`src/vid_pkg.sv`:
```
`default_nettype none

package vid_pkg;

    typedef logic [31:0] word_t;        // Bus address or data word
    typedef logic [12:0] coord_t;       // Pixel or line coordinate
    typedef logic [5:0]  pix_div_t;     // Pixel lasts pix_div + 1 clocks

    typedef struct packed {
        logic [7:0] r;
        logic [7:0] g;
        logic [7:0] b;
    } pixel_t;

    typedef enum logic [2:0] {
        cmd_idle    = 3'd0,
        cmd_wr_data = 3'd1,
        cmd_rd_req  = 3'd2,
        cmd_rd_data = 3'd3,
        cmd_wr_req  = 3'd4,
        cmd_wr_resp = 3'd5
    } bus_cmd_t;

    typedef struct packed {
        bus_cmd_t   cmd;
        logic [1:0] len;
        word_t      addr_data;
    } bus_t;

    typedef struct packed {
        logic     en;
        pix_div_t pix_div;
        coord_t   hend;
        coord_t   hsize;
        coord_t   hsync_start;
        coord_t   hsync_end;
        coord_t   vend;
        coord_t   vsize;
        coord_t   vsync_start;
        coord_t   vsync_end;
        word_t    base_addr;
        word_t    line_inc;
    } vid_cfg_t;

    typedef struct packed {
        logic hsync;
        logic hblank;
        logic vsync;
        logic vblank;
    } sync_t;

    // Output levels while the controller is off
    localparam sync_t sync_idle = '{hsync: 1'b0, hblank: 1'b1, vsync: 1'b0, vblank: 1'b1};

    localparam word_t reg_cr      = 32'h0000_0000;
    localparam word_t reg_h1      = 32'h0000_0028;
    localparam word_t reg_h2      = 32'h0000_0030;
    localparam word_t reg_v1      = 32'h0000_0038;
    localparam word_t reg_v2      = 32'h0000_0040;
    localparam word_t reg_base    = 32'h0000_0048;
    localparam word_t reg_lineinc = 32'h0000_0050;

    localparam int         burst_beats    = 4;
    localparam logic [1:0] burst_len_code = 2'b10;  // Four-beat read
    localparam int         burst_bytes    = 16;

    localparam int fifo_depth = 16;
    localparam int fifo_ptr_w = 5;      // Index plus wrap bit

endpackage

`default_nettype wire

```
`src/vid_bus_ctrl.sv`:
```
`timescale 1ns/10ps
`default_nettype none

module vid_bus_ctrl (
    input  wire logic             clk,
    input  wire logic             reset_n,
    input  wire vid_pkg::bus_t    bus_in,
    input  wire vid_pkg::vid_cfg_t cfg,
    input  wire logic             fetch_line,
    input  wire vid_pkg::coord_t  fetch_y,
    output vid_pkg::bus_t         bus_out,
    output logic                  reg_wr,
    output vid_pkg::word_t        reg_addr,
    output vid_pkg::word_t        reg_data,
    output logic                  push,
    output vid_pkg::pixel_t       push_data
);

    typedef enum logic [2:0] {
        idle,
        wr_resp,
        wr_data,
        rd_req,
        rd_beats
    } state_t;

    state_t          state;
    vid_pkg::word_t  wr_offset;     // Latched register offset
    vid_pkg::word_t  line_addr;     // Start address of the line being fetched
    vid_pkg::coord_t burst_cnt;
    vid_pkg::coord_t burst_total;
    logic [1:0]      beat_cnt;
    logic            fetch_pend;    // Fetch request waiting for a write to finish
    logic            wr_accept;
    logic            start_fetch;
    logic            beat_in;
    logic            last_beat;

    // ceil(hsize / 4) bursts per line
    assign burst_total = vid_pkg::coord_t'((int'(cfg.hsize) + vid_pkg::burst_beats - 1)
                                           / vid_pkg::burst_beats);

    assign wr_accept   = (state == idle) && (bus_in.cmd == vid_pkg::cmd_wr_req);
    assign start_fetch = (state == idle) && !wr_accept && (fetch_pend || fetch_line);
    assign beat_in     = (state == rd_beats) && (bus_in.cmd == vid_pkg::cmd_rd_data);
    assign last_beat   = beat_in && (beat_cnt == 2'(vid_pkg::burst_beats - 1));

    assign reg_wr   = (state == wr_data) && (bus_in.cmd == vid_pkg::cmd_wr_data);
    assign reg_addr = wr_offset;
    assign reg_data = bus_in.addr_data;

    always_comb begin
        bus_out.cmd       = vid_pkg::cmd_idle;
        bus_out.len       = 2'b00;
        bus_out.addr_data = '0;
        case (state)
            wr_resp: bus_out.cmd = vid_pkg::cmd_wr_resp;
            rd_req: begin
                bus_out.cmd       = vid_pkg::cmd_rd_req;
                bus_out.len       = vid_pkg::burst_len_code;
                bus_out.addr_data = line_addr
                                    + vid_pkg::word_t'(burst_cnt) * vid_pkg::burst_bytes;
            end
            default: ;
        endcase
    end

    always_ff @(posedge clk or negedge reset_n) begin
        if (!reset_n) begin
            state      <= idle;
            fetch_pend <= 1'b0;
            burst_cnt  <= '0;
            beat_cnt   <= '0;
            push       <= 1'b0;
        end else begin
            push <= beat_in;            // Beat goes to the FIFO one cycle later
            if (fetch_line) begin
                fetch_pend <= 1'b1;
            end
            case (state)
                idle: begin
                    if (wr_accept) begin
                        state <= wr_resp;
                    end else if (start_fetch) begin
                        fetch_pend <= 1'b0;
                        burst_cnt  <= '0;
                        beat_cnt   <= '0;
                        state      <= (burst_total == '0) ? idle : rd_req;
                    end
                end
                wr_resp: state <= wr_data;
                wr_data: begin
                    if (reg_wr) begin
                        state <= idle;
                    end
                end
                rd_req: state <= rd_beats;
                rd_beats: begin
                    if (last_beat) begin
                        beat_cnt <= '0;
                        if (burst_cnt == burst_total - 1'b1) begin
                            state <= idle;      // Line complete
                        end else begin
                            burst_cnt <= burst_cnt + 1'b1;
                            state     <= rd_req;
                        end
                    end else if (beat_in) begin
                        beat_cnt <= beat_cnt + 1'b1;
                    end
                end
                default: state <= idle;
            endcase
        end
    end

    always_ff @(posedge clk) begin
        if (wr_accept) begin
            wr_offset <= bus_in.addr_data;
        end
        if (start_fetch) begin
            line_addr <= cfg.base_addr + cfg.line_inc * vid_pkg::word_t'(fetch_y);
        end
        if (beat_in) begin
            push_data <= vid_pkg::pixel_t'(bus_in.addr_data[23:0]);
        end
    end

endmodule

`default_nettype wire

```
`src/vid_regs.sv`:
```
`timescale 1ns/10ps
`default_nettype none

module vid_regs (
    input  wire logic           clk,
    input  wire logic           reset_n,
    input  wire logic           reg_wr,
    input  wire vid_pkg::word_t reg_addr,
    input  wire vid_pkg::word_t reg_data,
    output vid_pkg::vid_cfg_t   cfg
);

    logic geom_wr;

    // Geometry and address registers are locked while the controller runs
    assign geom_wr = reg_wr && !cfg.en;

    always_ff @(posedge clk or negedge reset_n) begin
        if (!reset_n) begin
            cfg <= '0;
        end else if (reg_wr) begin
            case (reg_addr)
                vid_pkg::reg_cr: begin
                    cfg.en      <= reg_data[3];
                    cfg.pix_div <= reg_data[9:4];
                end
                vid_pkg::reg_h1: begin
                    if (geom_wr) begin
                        cfg.hend  <= reg_data[12:0];
                        cfg.hsize <= reg_data[25:13];
                    end
                end
                vid_pkg::reg_h2: begin
                    if (geom_wr) begin
                        cfg.hsync_start <= reg_data[25:13];
                        cfg.hsync_end   <= reg_data[12:0];
                    end
                end
                vid_pkg::reg_v1: begin
                    if (geom_wr) begin
                        cfg.vend  <= reg_data[12:0];
                        cfg.vsize <= reg_data[25:13];
                    end
                end
                vid_pkg::reg_v2: begin
                    if (geom_wr) begin
                        cfg.vsync_start <= reg_data[25:13];
                        cfg.vsync_end   <= reg_data[12:0];
                    end
                end
                vid_pkg::reg_base: begin
                    if (geom_wr) begin
                        cfg.base_addr <= reg_data;
                    end
                end
                vid_pkg::reg_lineinc: begin
                    if (geom_wr) begin
                        cfg.line_inc <= reg_data;
                    end
                end
                default: ;                  // Unknown offset
            endcase
        end
    end

endmodule

`default_nettype wire

```
`src/vid_timing.sv`:
```
`timescale 1ns/10ps
`default_nettype none

module vid_timing (
    input  wire logic              clk,
    input  wire logic              reset_n,
    input  wire vid_pkg::vid_cfg_t cfg,
    output vid_pkg::sync_t         sync,
    output logic                   pixel_tick,
    output logic                   active,
    output logic                   fetch_line,
    output vid_pkg::coord_t        fetch_y
);

    vid_pkg::pix_div_t div_cnt;
    vid_pkg::coord_t   h;
    vid_pkg::coord_t   v;
    vid_pkg::coord_t   h_next;
    vid_pkg::coord_t   v_next;
    vid_pkg::coord_t   y_next;
    logic              en_q;
    logic              pix_end;     // Last clock of the current pixel
    logic              start;
    logic              h_act;
    logic              v_act;

    assign pix_end = (div_cnt == cfg.pix_div);
    assign start   = cfg.en && !en_q;
    assign h_act   = (h < cfg.hsize);
    assign v_act   = (v < cfg.vsize);

    // While disabled the tick runs every clock so the RGB register stays cleared
    assign pixel_tick = !cfg.en || pix_end;
    assign active     = cfg.en && h_act && v_act;

    always_comb begin
        h_next = h;
        v_next = v;
        if (pix_end) begin
            if (h == cfg.hend - 1'b1) begin
                h_next = '0;
                v_next = (v == cfg.vend - 1'b1) ? '0 : v + 1'b1;
            end else begin
                h_next = h + 1'b1;
            end
        end
        y_next = (v_next == cfg.vend - 1'b1) ? '0 : v_next + 1'b1;
    end

    always_ff @(posedge clk or negedge reset_n) begin
        if (!reset_n) begin
            en_q       <= 1'b0;
            div_cnt    <= '0;
            h          <= '0;
            v          <= '0;
            sync       <= vid_pkg::sync_idle;
            fetch_line <= 1'b0;
            fetch_y    <= '0;
        end else begin
            en_q       <= cfg.en;
            fetch_line <= 1'b0;
            if (!cfg.en) begin
                div_cnt <= '0;
                h       <= cfg.hsize;           // Start point, fetches line 0 first
                v       <= cfg.vend - 1'b1;
                sync    <= vid_pkg::sync_idle;
            end else begin
                div_cnt <= pix_end ? '0 : div_cnt + 1'b1;
                h       <= h_next;
                v       <= v_next;
                if (pix_end) begin
                    sync.hsync  <= (h >= cfg.hsync_start) && (h < cfg.hsync_end);
                    sync.hblank <= !h_act;
                    sync.vsync  <= (v >= cfg.vsync_start) && (v < cfg.vsync_end);
                    sync.vblank <= !v_act;
                end
                // Fetch the next line as the active part of this one ends
                if ((start || (pix_end && h_next == cfg.hsize)) && y_next < cfg.vsize) begin
                    fetch_line <= 1'b1;
                    fetch_y    <= y_next;
                end
            end
        end
    end

endmodule

`default_nettype wire

```
`src/pixel_fifo.sv`:
```
`timescale 1ns/10ps
`default_nettype none

module pixel_fifo (
    input  wire logic            clk,
    input  wire logic            reset_n,
    input  wire logic            flush,
    input  wire logic            push,
    input  wire logic            pop,
    input  wire vid_pkg::pixel_t push_data,
    output vid_pkg::pixel_t      pop_data,
    output logic                 empty
);

    localparam int msb = vid_pkg::fifo_ptr_w - 1;

    vid_pkg::pixel_t mem [vid_pkg::fifo_depth];
    logic [msb:0]    wr_ptr;
    logic [msb:0]    rd_ptr;
    logic            full;
    logic            wr_en;
    logic            rd_en;

    // Same index with opposite wrap bits means full
    assign full  = (wr_ptr[msb] != rd_ptr[msb]) && (wr_ptr[msb-1:0] == rd_ptr[msb-1:0]);
    assign empty = (wr_ptr == rd_ptr);
    assign wr_en = push && !full;
    assign rd_en = pop && !empty;

    assign pop_data = mem[rd_ptr[msb-1:0]];    // Show-ahead read

    always_ff @(posedge clk) begin
        if (wr_en) begin
            mem[wr_ptr[msb-1:0]] <= push_data;
        end
    end

    always_ff @(posedge clk or negedge reset_n) begin
        if (!reset_n) begin
            wr_ptr <= '0;
            rd_ptr <= '0;
        end else if (flush) begin
            wr_ptr <= '0;                       // Drop leftovers of the previous line
            rd_ptr <= '0;
        end else begin
            if (wr_en) begin
                wr_ptr <= wr_ptr + 1'b1;
            end
            if (rd_en) begin
                rd_ptr <= rd_ptr + 1'b1;
            end
        end
    end

endmodule

`default_nettype wire

```
`src/pixel_out.sv`:
```
`timescale 1ns/10ps
`default_nettype none

module pixel_out (
    input  wire logic            clk,
    input  wire logic            reset_n,
    input  wire logic            pixel_tick,
    input  wire logic            active,
    input  wire logic            empty,
    input  wire vid_pkg::pixel_t pop_data,
    output logic                 pop,
    output vid_pkg::pixel_t      rgb
);

    // One pixel per tick during active video
    assign pop = pixel_tick && active && !empty;

    always_ff @(posedge clk or negedge reset_n) begin
        if (!reset_n) begin
            rgb <= '0;
        end else if (pixel_tick) begin
            rgb <= pop ? pop_data : '0;     // Black when blanked or starved
        end
    end

endmodule

`default_nettype wire

```
`src/vid_top.sv`:
```
`timescale 1ns/10ps
`default_nettype none

module vid_top (
    input  wire logic          clk,
    input  wire logic          reset_n,
    input  wire vid_pkg::bus_t bus_in,
    output vid_pkg::bus_t      bus_out,
    output vid_pkg::sync_t     sync,
    output vid_pkg::pixel_t    rgb
);

    vid_pkg::vid_cfg_t cfg;
    logic              reg_wr;
    vid_pkg::word_t    reg_addr;
    vid_pkg::word_t    reg_data;
    logic              fetch_line;
    vid_pkg::coord_t   fetch_y;
    logic              pixel_tick;
    logic              active;
    logic              push;
    vid_pkg::pixel_t   push_data;
    logic              pop;
    vid_pkg::pixel_t   pop_data;
    logic              empty;

    vid_bus_ctrl bus_ctrl_i (
        .clk        (clk),
        .reset_n    (reset_n),
        .bus_in     (bus_in),
        .cfg        (cfg),
        .fetch_line (fetch_line),
        .fetch_y    (fetch_y),
        .bus_out    (bus_out),
        .reg_wr     (reg_wr),
        .reg_addr   (reg_addr),
        .reg_data   (reg_data),
        .push       (push),
        .push_data  (push_data)
    );

    vid_regs regs_i (
        .clk      (clk),
        .reset_n  (reset_n),
        .reg_wr   (reg_wr),
        .reg_addr (reg_addr),
        .reg_data (reg_data),
        .cfg      (cfg)
    );

    vid_timing timing_i (
        .clk        (clk),
        .reset_n    (reset_n),
        .cfg        (cfg),
        .sync       (sync),
        .pixel_tick (pixel_tick),
        .active     (active),
        .fetch_line (fetch_line),
        .fetch_y    (fetch_y)
    );

    pixel_fifo pixel_fifo_i (
        .clk       (clk),
        .reset_n   (reset_n),
        .flush     (fetch_line),            // New line starts from an empty FIFO
        .push      (push),
        .pop       (pop),
        .push_data (push_data),
        .pop_data  (pop_data),
        .empty     (empty)
    );

    pixel_out pixel_out_i (
        .clk        (clk),
        .reset_n    (reset_n),
        .pixel_tick (pixel_tick),
        .active     (active),
        .empty      (empty),
        .pop_data   (pop_data),
        .pop        (pop),
        .rgb        (rgb)
    );

endmodule

`default_nettype wire

```
`config.mk`:
```
export PLATFORM = sky130hd
export DESIGN_NAME = vid_top
export DESIGN_NICKNAME = d
export VERILOG_FILES = /design/src/vid_pkg.sv /design/src/vid_bus_ctrl.sv /design/src/vid_regs.sv /design/src/vid_timing.sv /design/src/pixel_fifo.sv /design/src/pixel_out.sv /design/src/vid_top.sv
export SDC_FILE = /design/constraint.sdc
export NUM_CORES = 2
export LEC_CHECK = 0
export BUFFER_PORTS_ARGS = -buffer_cell sky130_fd_sc_hd__buf_2
export CAP_MARGIN = 20
export CORE_MARGIN = 10
export CORE_UTILIZATION = 35
export DETAILED_ROUTE_END_ITERATION = 7
export SLEW_MARGIN = 10
export SYNTH_ARGS = -nofsm -noshare
export SYNTH_HDL_FRONTEND = slang
export SYNTH_SLANG_ARGS = --single-unit
```
`constraint.sdc`:
```
create_clock -name clk -period 10.92 [get_ports clk]
set_clock_uncertainty 0.15 [all_clocks]
set_input_delay 1.638 -clock clk [delete_from_list [all_inputs] [get_ports clk]]
set_output_delay 1.638 -clock clk [all_outputs]
set_load 0.05 [all_outputs]
```
# Word level (Yosys, flattened, before mapping)
# Memories as Yosys holds them, arrays and structs flattened.
# Cells that the tools add are included.
[op_classes]
n_mul = 1
n_lt_le_gt_ge = 7
n_eq_ne = 31
n_mux = 44
bitwise_logic = 1
n_reduce_logical = 47
addsub = 16
[op_table]
columns = ["operator", "n"]
rows = [
  ["13-bit two-way mux", 12],
  ["32-bit by 6-bit equality test with 1-bit output, second input constant", 3],
  ["32-bit by 7-bit equality test with 1-bit output, second input constant", 3],
  ["13-bit equality test", 5],
  ["13-bit less-than comparator", 5],
  ["13-bit by 1-bit adder with 13-bit output, second input constant", 4],
  ["13-bit by 1-bit subtractor with 13-bit output, second input constant", 3],
  ["34-bit two-way mux", 1],
  ["32-bit by 17-bit adder with 32-bit output", 1],
  ["32-bit adder", 1],
  ["32-bit zero test", 1],
  ["32-bit by 13-bit multiplier with 32-bit output", 1],
  ["13-bit >= comparator", 2],
  ["13-bit one-hot mux with 2 select lines", 1],
  ["24-bit two-way mux", 1],
  ["3-bit AND reduction", 7],
  ["5-bit two-way mux", 4],
  ["1-bit logical AND", 19],
  ["3-bit one-hot mux with 5 select lines", 1],
  ["14-bit by 1-bit subtractor with 15-bit output, second input constant", 1],
  ["13-bit by 3-bit adder with 14-bit output, second input constant", 1],
  ["13-bit by 1-bit adder with 13-bit output", 1],
  ["13-bit zero test", 1],
  ["2-bit two-way mux", 6],
  ["other kinds (29)", 62],
]
[totals]
wordCells = 185
reg_bits = 368
memories = 1
ramBits = 384
output_inout_bits = 65
[mem_list]
columns = ["name", "depth", "width", "rd", "rd_clocked_by_memory_dff", "wr", "line_no", "rtl"]
rows = [
  ["pixel_fifo_i.mem", 16, 24, 1, 0, 1, "pixel_fifo.sv:17", "vid_pkg::pixel_t mem [vid_pkg::fifo_depth];"],
]

# Depth between registers and ports, before layout
[logic_depth]
word_depth = 11
ltp_mapped = 32
ltp_nobuf = 28

# By module
# Synthesis repeated with hierarchy kept, for this count alone.
[unflattened]
hier_cells = 3941
area_unflattened_um2 = 47376.7
[modules_own_cells]
columns = ["mod", "n_inst", "seq_area_each_um2", "area_per_inst_um2", "cells_each"]
rows = [
  ["vid_bus_ctrl", 1, 3143.0, 16518.3, 1750],
  ["pixel_fifo", 1, 11781.3, 15581.2, 789],
  ["vid_timing", 1, 1278.7, 7310.8, 928],
  ["vid_regs", 1, 4379.2, 6829.0, 391],
  ["pixel_out", 1, 600.6, 1137.3, 83],
]

# Worst setup path before layout
# OpenSTA, ideal clock, no wires.
[synth_timing]
kind = "flip-flop to flip-flop"
startpoint = "register, netlist name regs_i.cfg[107]"
endpoint = "register timing_i.fetch_y[10]"
path_stages_with_launch = 30
t_arrival_ns = 6.195
required_ns = 10.645
path_slack_ns = 4.450
path_cell_list = "dfrtp_1 -> buf_6 -> or4_4 -> buf_6 -> nor4_4 -> xor2_2 -> a2111oi_2 -> nand4_1 -> nand2_2 -> o21ai_0 -> ha_1 -> nand4b_1 -> nor3_1 -> a21o_1 -> nor4_1 -> ha_1 -> a21o_1 -> a21o_1 -> a21o_1 -> a21oi_1 -> nor2b_1 -> o21ai_0 -> nand2b_1 -> a211o_1 -> nor3_1 -> nand4_1 -> o22ai_1 -> o211a_4 -> buf_12 -> mux2_4"
[synth_via]
elab_chain_len = 10
word_cells_on_any_way = 11
cone_classes = "2 x add/sub; 1 x order compare; 2 x eq/ne; 4 x mux; 2 x reduce/logical"
[synth_rtl]
columns = ["item", "line_no", "rtl"]
rows = [
  ["13-bit by 1-bit subtractor with 13-bit output (*)", "vid_timing.sv:42, vid_timing.sv:47", ""],
  ["13-bit equality test", "vid_timing.sv:42", "v_next = (v == cfg.vend - 1'b1) ? '0 : v + 1'b1;"],
  ["13-bit two-way mux", "vid_timing.sv:42", ""],
  ["13-bit two-way mux", "vid_timing.sv:40", "if (h == cfg.hend - 1'b1) begin"],
  ["13-bit two-way mux", "vid_timing.sv:39", "if (pix_end) begin"],
  ["13-bit by 1-bit adder with 13-bit output / 13-bit equality test (equally long branches)", "vid_timing.sv:47", "y_next = (v_next == cfg.vend - 1'b1) ? '0 : v_next + 1'b1;"],
  ["13-bit two-way mux (*)", "vid_timing.sv:47", ""],
  ["via timing_i.y_next[6]", "vid_timing.sv:20", "vid_pkg::coord_t y_next;"],
  ["13-bit less-than comparator (*)", "vid_timing.sv:78", "if ((start || (pix_end && h_next == cfg.hsize)) && y_next < cfg.vsize) begin"],
  ["1-bit logical AND (*)", "vid_timing.sv:78", ""],
  ["2-bit AND reduction (no source line) (*)", "--", ""],
  ["end signal: assignment", "vid_timing.sv:80", "fetch_y <= y_next;"],
  ["end: declaration", "vid_timing.sv:12", "output vid_pkg::coord_t fetch_y"],
]
# Mark *: on every way through the listed nets, which the timed path passes. The rest lies on a longest branch.
# A chain may end at the register's enable or synchronous reset.

# Final worst setup path
[layout_timing]
startpoint = "register, netlist name regs_i.cfg[155]"
endpoint = "register timing_i.fetch_y[1]"
[layout_via]
elab_chain_len = 9
word_cells_on_any_way = 15
cone_classes = "2 x add/sub; 1 x order compare; 3 x eq/ne; 5 x mux; 4 x reduce/logical"
[layout_rtl]
columns = ["item", "line_no"]
rows = [
  ["13-bit by 1-bit subtractor with 13-bit output (*)", "vid_timing.sv:40"],
  ["13-bit equality test (*)", "vid_timing.sv:40"],
  ["13-bit two-way mux (*)", "vid_timing.sv:40"],
  ["13-bit two-way mux (*)", "vid_timing.sv:39"],
  ["13-bit by 1-bit adder with 13-bit output / 13-bit equality test (equally long branches)", "vid_timing.sv:47"],
  ["13-bit two-way mux (*)", "vid_timing.sv:47"],
  ["via timing_i.y_next[6]", "vid_timing.sv:20"],
  ["13-bit less-than comparator (*)", "vid_timing.sv:78"],
  ["1-bit logical AND (*)", "vid_timing.sv:78"],
  ["2-bit AND reduction (no source line) (*)", "--"],
]
# Marks and branches as above.

==> impl_metrics.env <==
export IMPL_clk_latency_ns=0.71
export IMPL_synth_edf_count=472
export IMPL_drc=0
export IMPL_finalCritPeriodShare_pct=75.5
export IMPL_wl_per_cell_um=20.8
export IMPL_power_frac_comb_pct=4.7
export IMPL_cp_required_ns=11.36
export IMPL_end_kind="register"
export IMPL_ys_seq_area_share_pct=46.7
export IMPL_cts_setup_buffers=0
export IMPL_fmaxAchievable_mhz=121
export IMPL_areaGrowthSynthToFinish_pct=11.2
export IMPL_critPathKind="reg2reg"
export IMPL_coreArea_mm2=0.128
export IMPL_final_nets=4222
export IMPL_fin_crit_ns=8.24
export IMPL_finalHoldViolCount=0
export IMPL_syn_area_mm2=0.0453
export IMPL_dp_hpwl_um=77700
export IMPL_synth_ff_type="edfxtp_1"
export IMPL_holdCritPathClass="reg2reg"
export IMPL_finalWirelength_um=115000
export IMPL_root_buffer="clkbuf_16"
export IMPL_stdcell_area_mm2=0.0504
export IMPL_drive_gt1_share_pct=16.2
export IMPL_ys_types=100
export IMPL_tritoncts="done"
export IMPL_swShare_pct=24.0
export IMPL_tns_ns=0
export IMPL_p_sw_mw=1.47
export IMPL_critPathSlowestCell="and4_1"
export IMPL_grt_overflow=0
export IMPL_crit_family="simple AND/OR/NAND/NOR gates"
export IMPL_path_common_cell="a21o_1"
export IMPL_antenna_left=0
export IMPL_synth_avg_cell_area_um2=12.4
export IMPL_via_count=28100
export IMPL_placement_io_buffers=100
export IMPL_die_w_um=380
export IMPL_tritoncts_num_buffers=81
export IMPL_gp_congestion=0.859
export IMPL_cp_start_kind="register"
export IMPL_ios=104
export IMPL_die_height_um=380
export IMPL_yosysWarningCount=0
export IMPL_grt_pass1_vias=29100
export IMPL_final_core_util_pct=39.3
export IMPL_p_clk_share_pct=45.3
export IMPL_worstMarginPinSlew_ns=0.976
export IMPL_seqPwrFrac_pct=50.0
export IMPL_first_pass_iters=5
export IMPL_slew_viol_final=0
export IMPL_rsz0062_at_grt="false"
export IMPL_clk_path_buf_depth=3
export IMPL_cts_sinks=752
export IMPL_slew_headroom_pct=35.0
export IMPL_cts_clk_slew_worst_paths_ns=0.06
export IMPL_slowest_delay_ns=0.74
export IMPL_status="finished clean"
export IMPL_place_ws_ns=2.78
export IMPL_leakage_nw=20.4
export IMPL_internal_power_mw=4.65
export IMPL_setup_viol=0
export IMPL_async_flop_share_pct=37.2
export IMPL_first_iter_violations=2112
export IMPL_h_tree_depth=3
export IMPL_syn_inst=3661
export IMPL_initial_utilization_pct=35.4
export IMPL_peakVddDrop_v=0.000118
export IMPL_power_density_mw_per_mm2=121
export IMPL_grt_max_degree=146
export IMPL_fin_ws_ns=2.68
export IMPL_vias_per_cell=5.08
export IMPL_cts_resized=0
export IMPL_holdBufCountCts=0
export IMPL_synth_nets=4159
export IMPL_fp_row_count=131
export IMPL_grt_util_all_layers_pct=16.0
export IMPL_placed_cell_area_mm2=0.0477
export IMPL_drv_cap=0
export IMPL_grt_pass1_wl_um=178000
export IMPL_crit_fanout=14
export IMPL_fp_dieArea_mm2=0.144
export IMPL_ys_ff_latch=752
export IMPL_holdWs_ns=0.319
export IMPL_cp_num_buf_inv=1
export IMPL_arrival_ns=8.69
export IMPL_antenna_found_initial=10
[area by class of cell]
class,instances,area (µm²)
antenna,5,12.5
fill,12200,77800
tap,1729,2160
timing repair buffer,143,846
inverter,443,1660
multi-input combinational,2303,21800
clock inverter,47,518
sequential,752,21200
clock buffer,104,2190
[worst paths after layout]
path                       slack [ns]  depth (start not counted)                  end               start
hold reg to reg                  0.32                          2   pixel_out_i.rgb[0]  pixel_out_i.rgb[0]
min in group asynchronous        0.75                          1       regs_i.cfg[26]             reset_n
hold / removal                   0.32                          2   pixel_out_i.rgb[0]  pixel_out_i.rgb[0]
setup reg to reg                 2.68                         27  timing_i.fetch_y[1]     regs_i.cfg[155]
setup / recovery                 2.68                         27  timing_i.fetch_y[1]     regs_i.cfg[155]
max in group asynchronous        7.69                          3      regs_i.cfg[152]             reset_n
[power by group through the flow]
| stage | clock (mW) | sequential, mW | combinational (mW) |
|---|---|---|---|
| final | 2.78 | 3.06 | 0.288 |
| after global routing | 2.96 | 3.06 | 0.314 |
| after CTS | 2.85 | 3.06 | 0.294 |
| after detailed placement | 0 | 3.12 | 0.293 |
| after global placement | 0 | 3.12 | 0.291 |
| after floorplan | 0 | 3.11 | 0.161 |
[stage by stage]
| step | power [mW] | cells |
|---|---|---|
| floorplan | 3.27 | 3661 |
| global route | 6.34 | 5522 |
| finish | 6.12 | 5526 |
| detailed placement | 3.41 | 5370 |
| CTS | 6.20 | 5521 |
| global placement | 3.41 | 5370 |
[layer usage]
| metal | track usage (%) | vias to the layer above | routed length (µm) |
|---|---|---|---|
| li1 | - | 12800 | - |
| met1 | 20.7 | 14300 | 49100 |
| met2 | 26.6 | 780 | 55100 |
| met3 | 3.19 | 186 | 7310 |
| met4 | 5.10 | 2 | 3580 |
| met5 | 0 | - | 13 |
[synthesized netlist by cell type, types with 6 or more instances]
cell      count  area (µm²)
edfxtp_1    472       14200
inv_1       441        1660
nand2_1     344        1290
fa_1        285        5710
dfrtp_1     278        6960
ha_1        174        2180
and2_1      169        1060
mux2_2      164        1850
nor2_1      147         552
clkbuf_1    132         495
xnor2_1     127        1110
mux4_2      120        2700
o21ai_0     112         561
a21oi_1      79         395
xor2_1       69         604
nand3_1      67         335
nand4_1      40         250
nor3_1       39         195
a21o_1       38         285
o21a_1       22         165
and3_1       21         131
or3_1        20         125
buf_1        19        71.3
nor2b_1      19         119
nor4_1       19         119
nand2b_1     15        93.8
mux2i_1      12         120
o21bai_1     12        90.1
o211ai_1     11        82.6
a211oi_1     10        75.1
o31a_1        9        78.8
mux2_4        8         120
a31oi_1       7        43.8
a211o_1       6        52.6
a21boi_0      6        45.0
o22ai_1       6        37.5
o31ai_1       6        45.0
[cell usage in the layout, fill, tap and decap left out, types with 127 or more instances in the layout]
cell / count
and2_1: 169
dfrtp_1: 276
edfxtp_1: 472
fa_1: 285
ha_1: 174
inv_1: 441
mux2_2: 164
nand2_1: 344
nor2_1: 144
xnor2_1: 127
[worst register-to-register path, cell delays in order, from the launching register on]
cell and delay, ns:
dfrtp_1 0.43, inv_1 0.10, ha_1 0.21, nor3b_2 0.40, nand3_1 0.15, xnor2_1 0.20, nor4_2 0.50, and4_1 0.75
nand2_2 0.31, o21ai_0 0.57, ha_1 0.31, nand4b_1 0.20, a21o_1 0.22, nor4_1 0.57, ha_1 0.37, a21o_1 0.19
a21o_1 0.17, a21o_1 0.17, a21oi_1 0.14, nor2b_1 0.06, o21ai_0 0.15, nand2b_1 0.08, a211o_1 0.33, nor3_1 0.19
nand4_1 0.12, o22ai_1 0.38, o211a_4 0.40, mux2_2 0.37
[cell families after synthesis]
kind of cell	count (synthesis)	share of synthesized area (%)
simple gates	957	10.7
fa+ha+maj	459	17.4
other cells	1	0.00827
compound gates	384	5.57
xor+xnor	198	3.87
buf+inv	606	5.17
flops	752	46.7
mux	304	10.6
[state kept, by name, summed over array words and instances, names as in the netlist, 2 cells and up]
register,flops
pixel_fifo_i.mem,384
regs_i.cfg,175
bus_ctrl_i.line_addr,32
bus_ctrl_i.reg_addr,32
bus_ctrl_i.push_data,24
pixel_out_i.rgb,24
bus_ctrl_i.burst_cnt,13
timing_i.fetch_y,13
timing_i.h,13
timing_i.v,13
timing_i.div_cnt,6
pixel_fifo_i.rd_ptr,5
pixel_fifo_i.wr_ptr,5
timing_i.sync,4
bus_ctrl_i.state,3
bus_ctrl_i.beat_cnt,2
(Power assumes the default switching activity.)
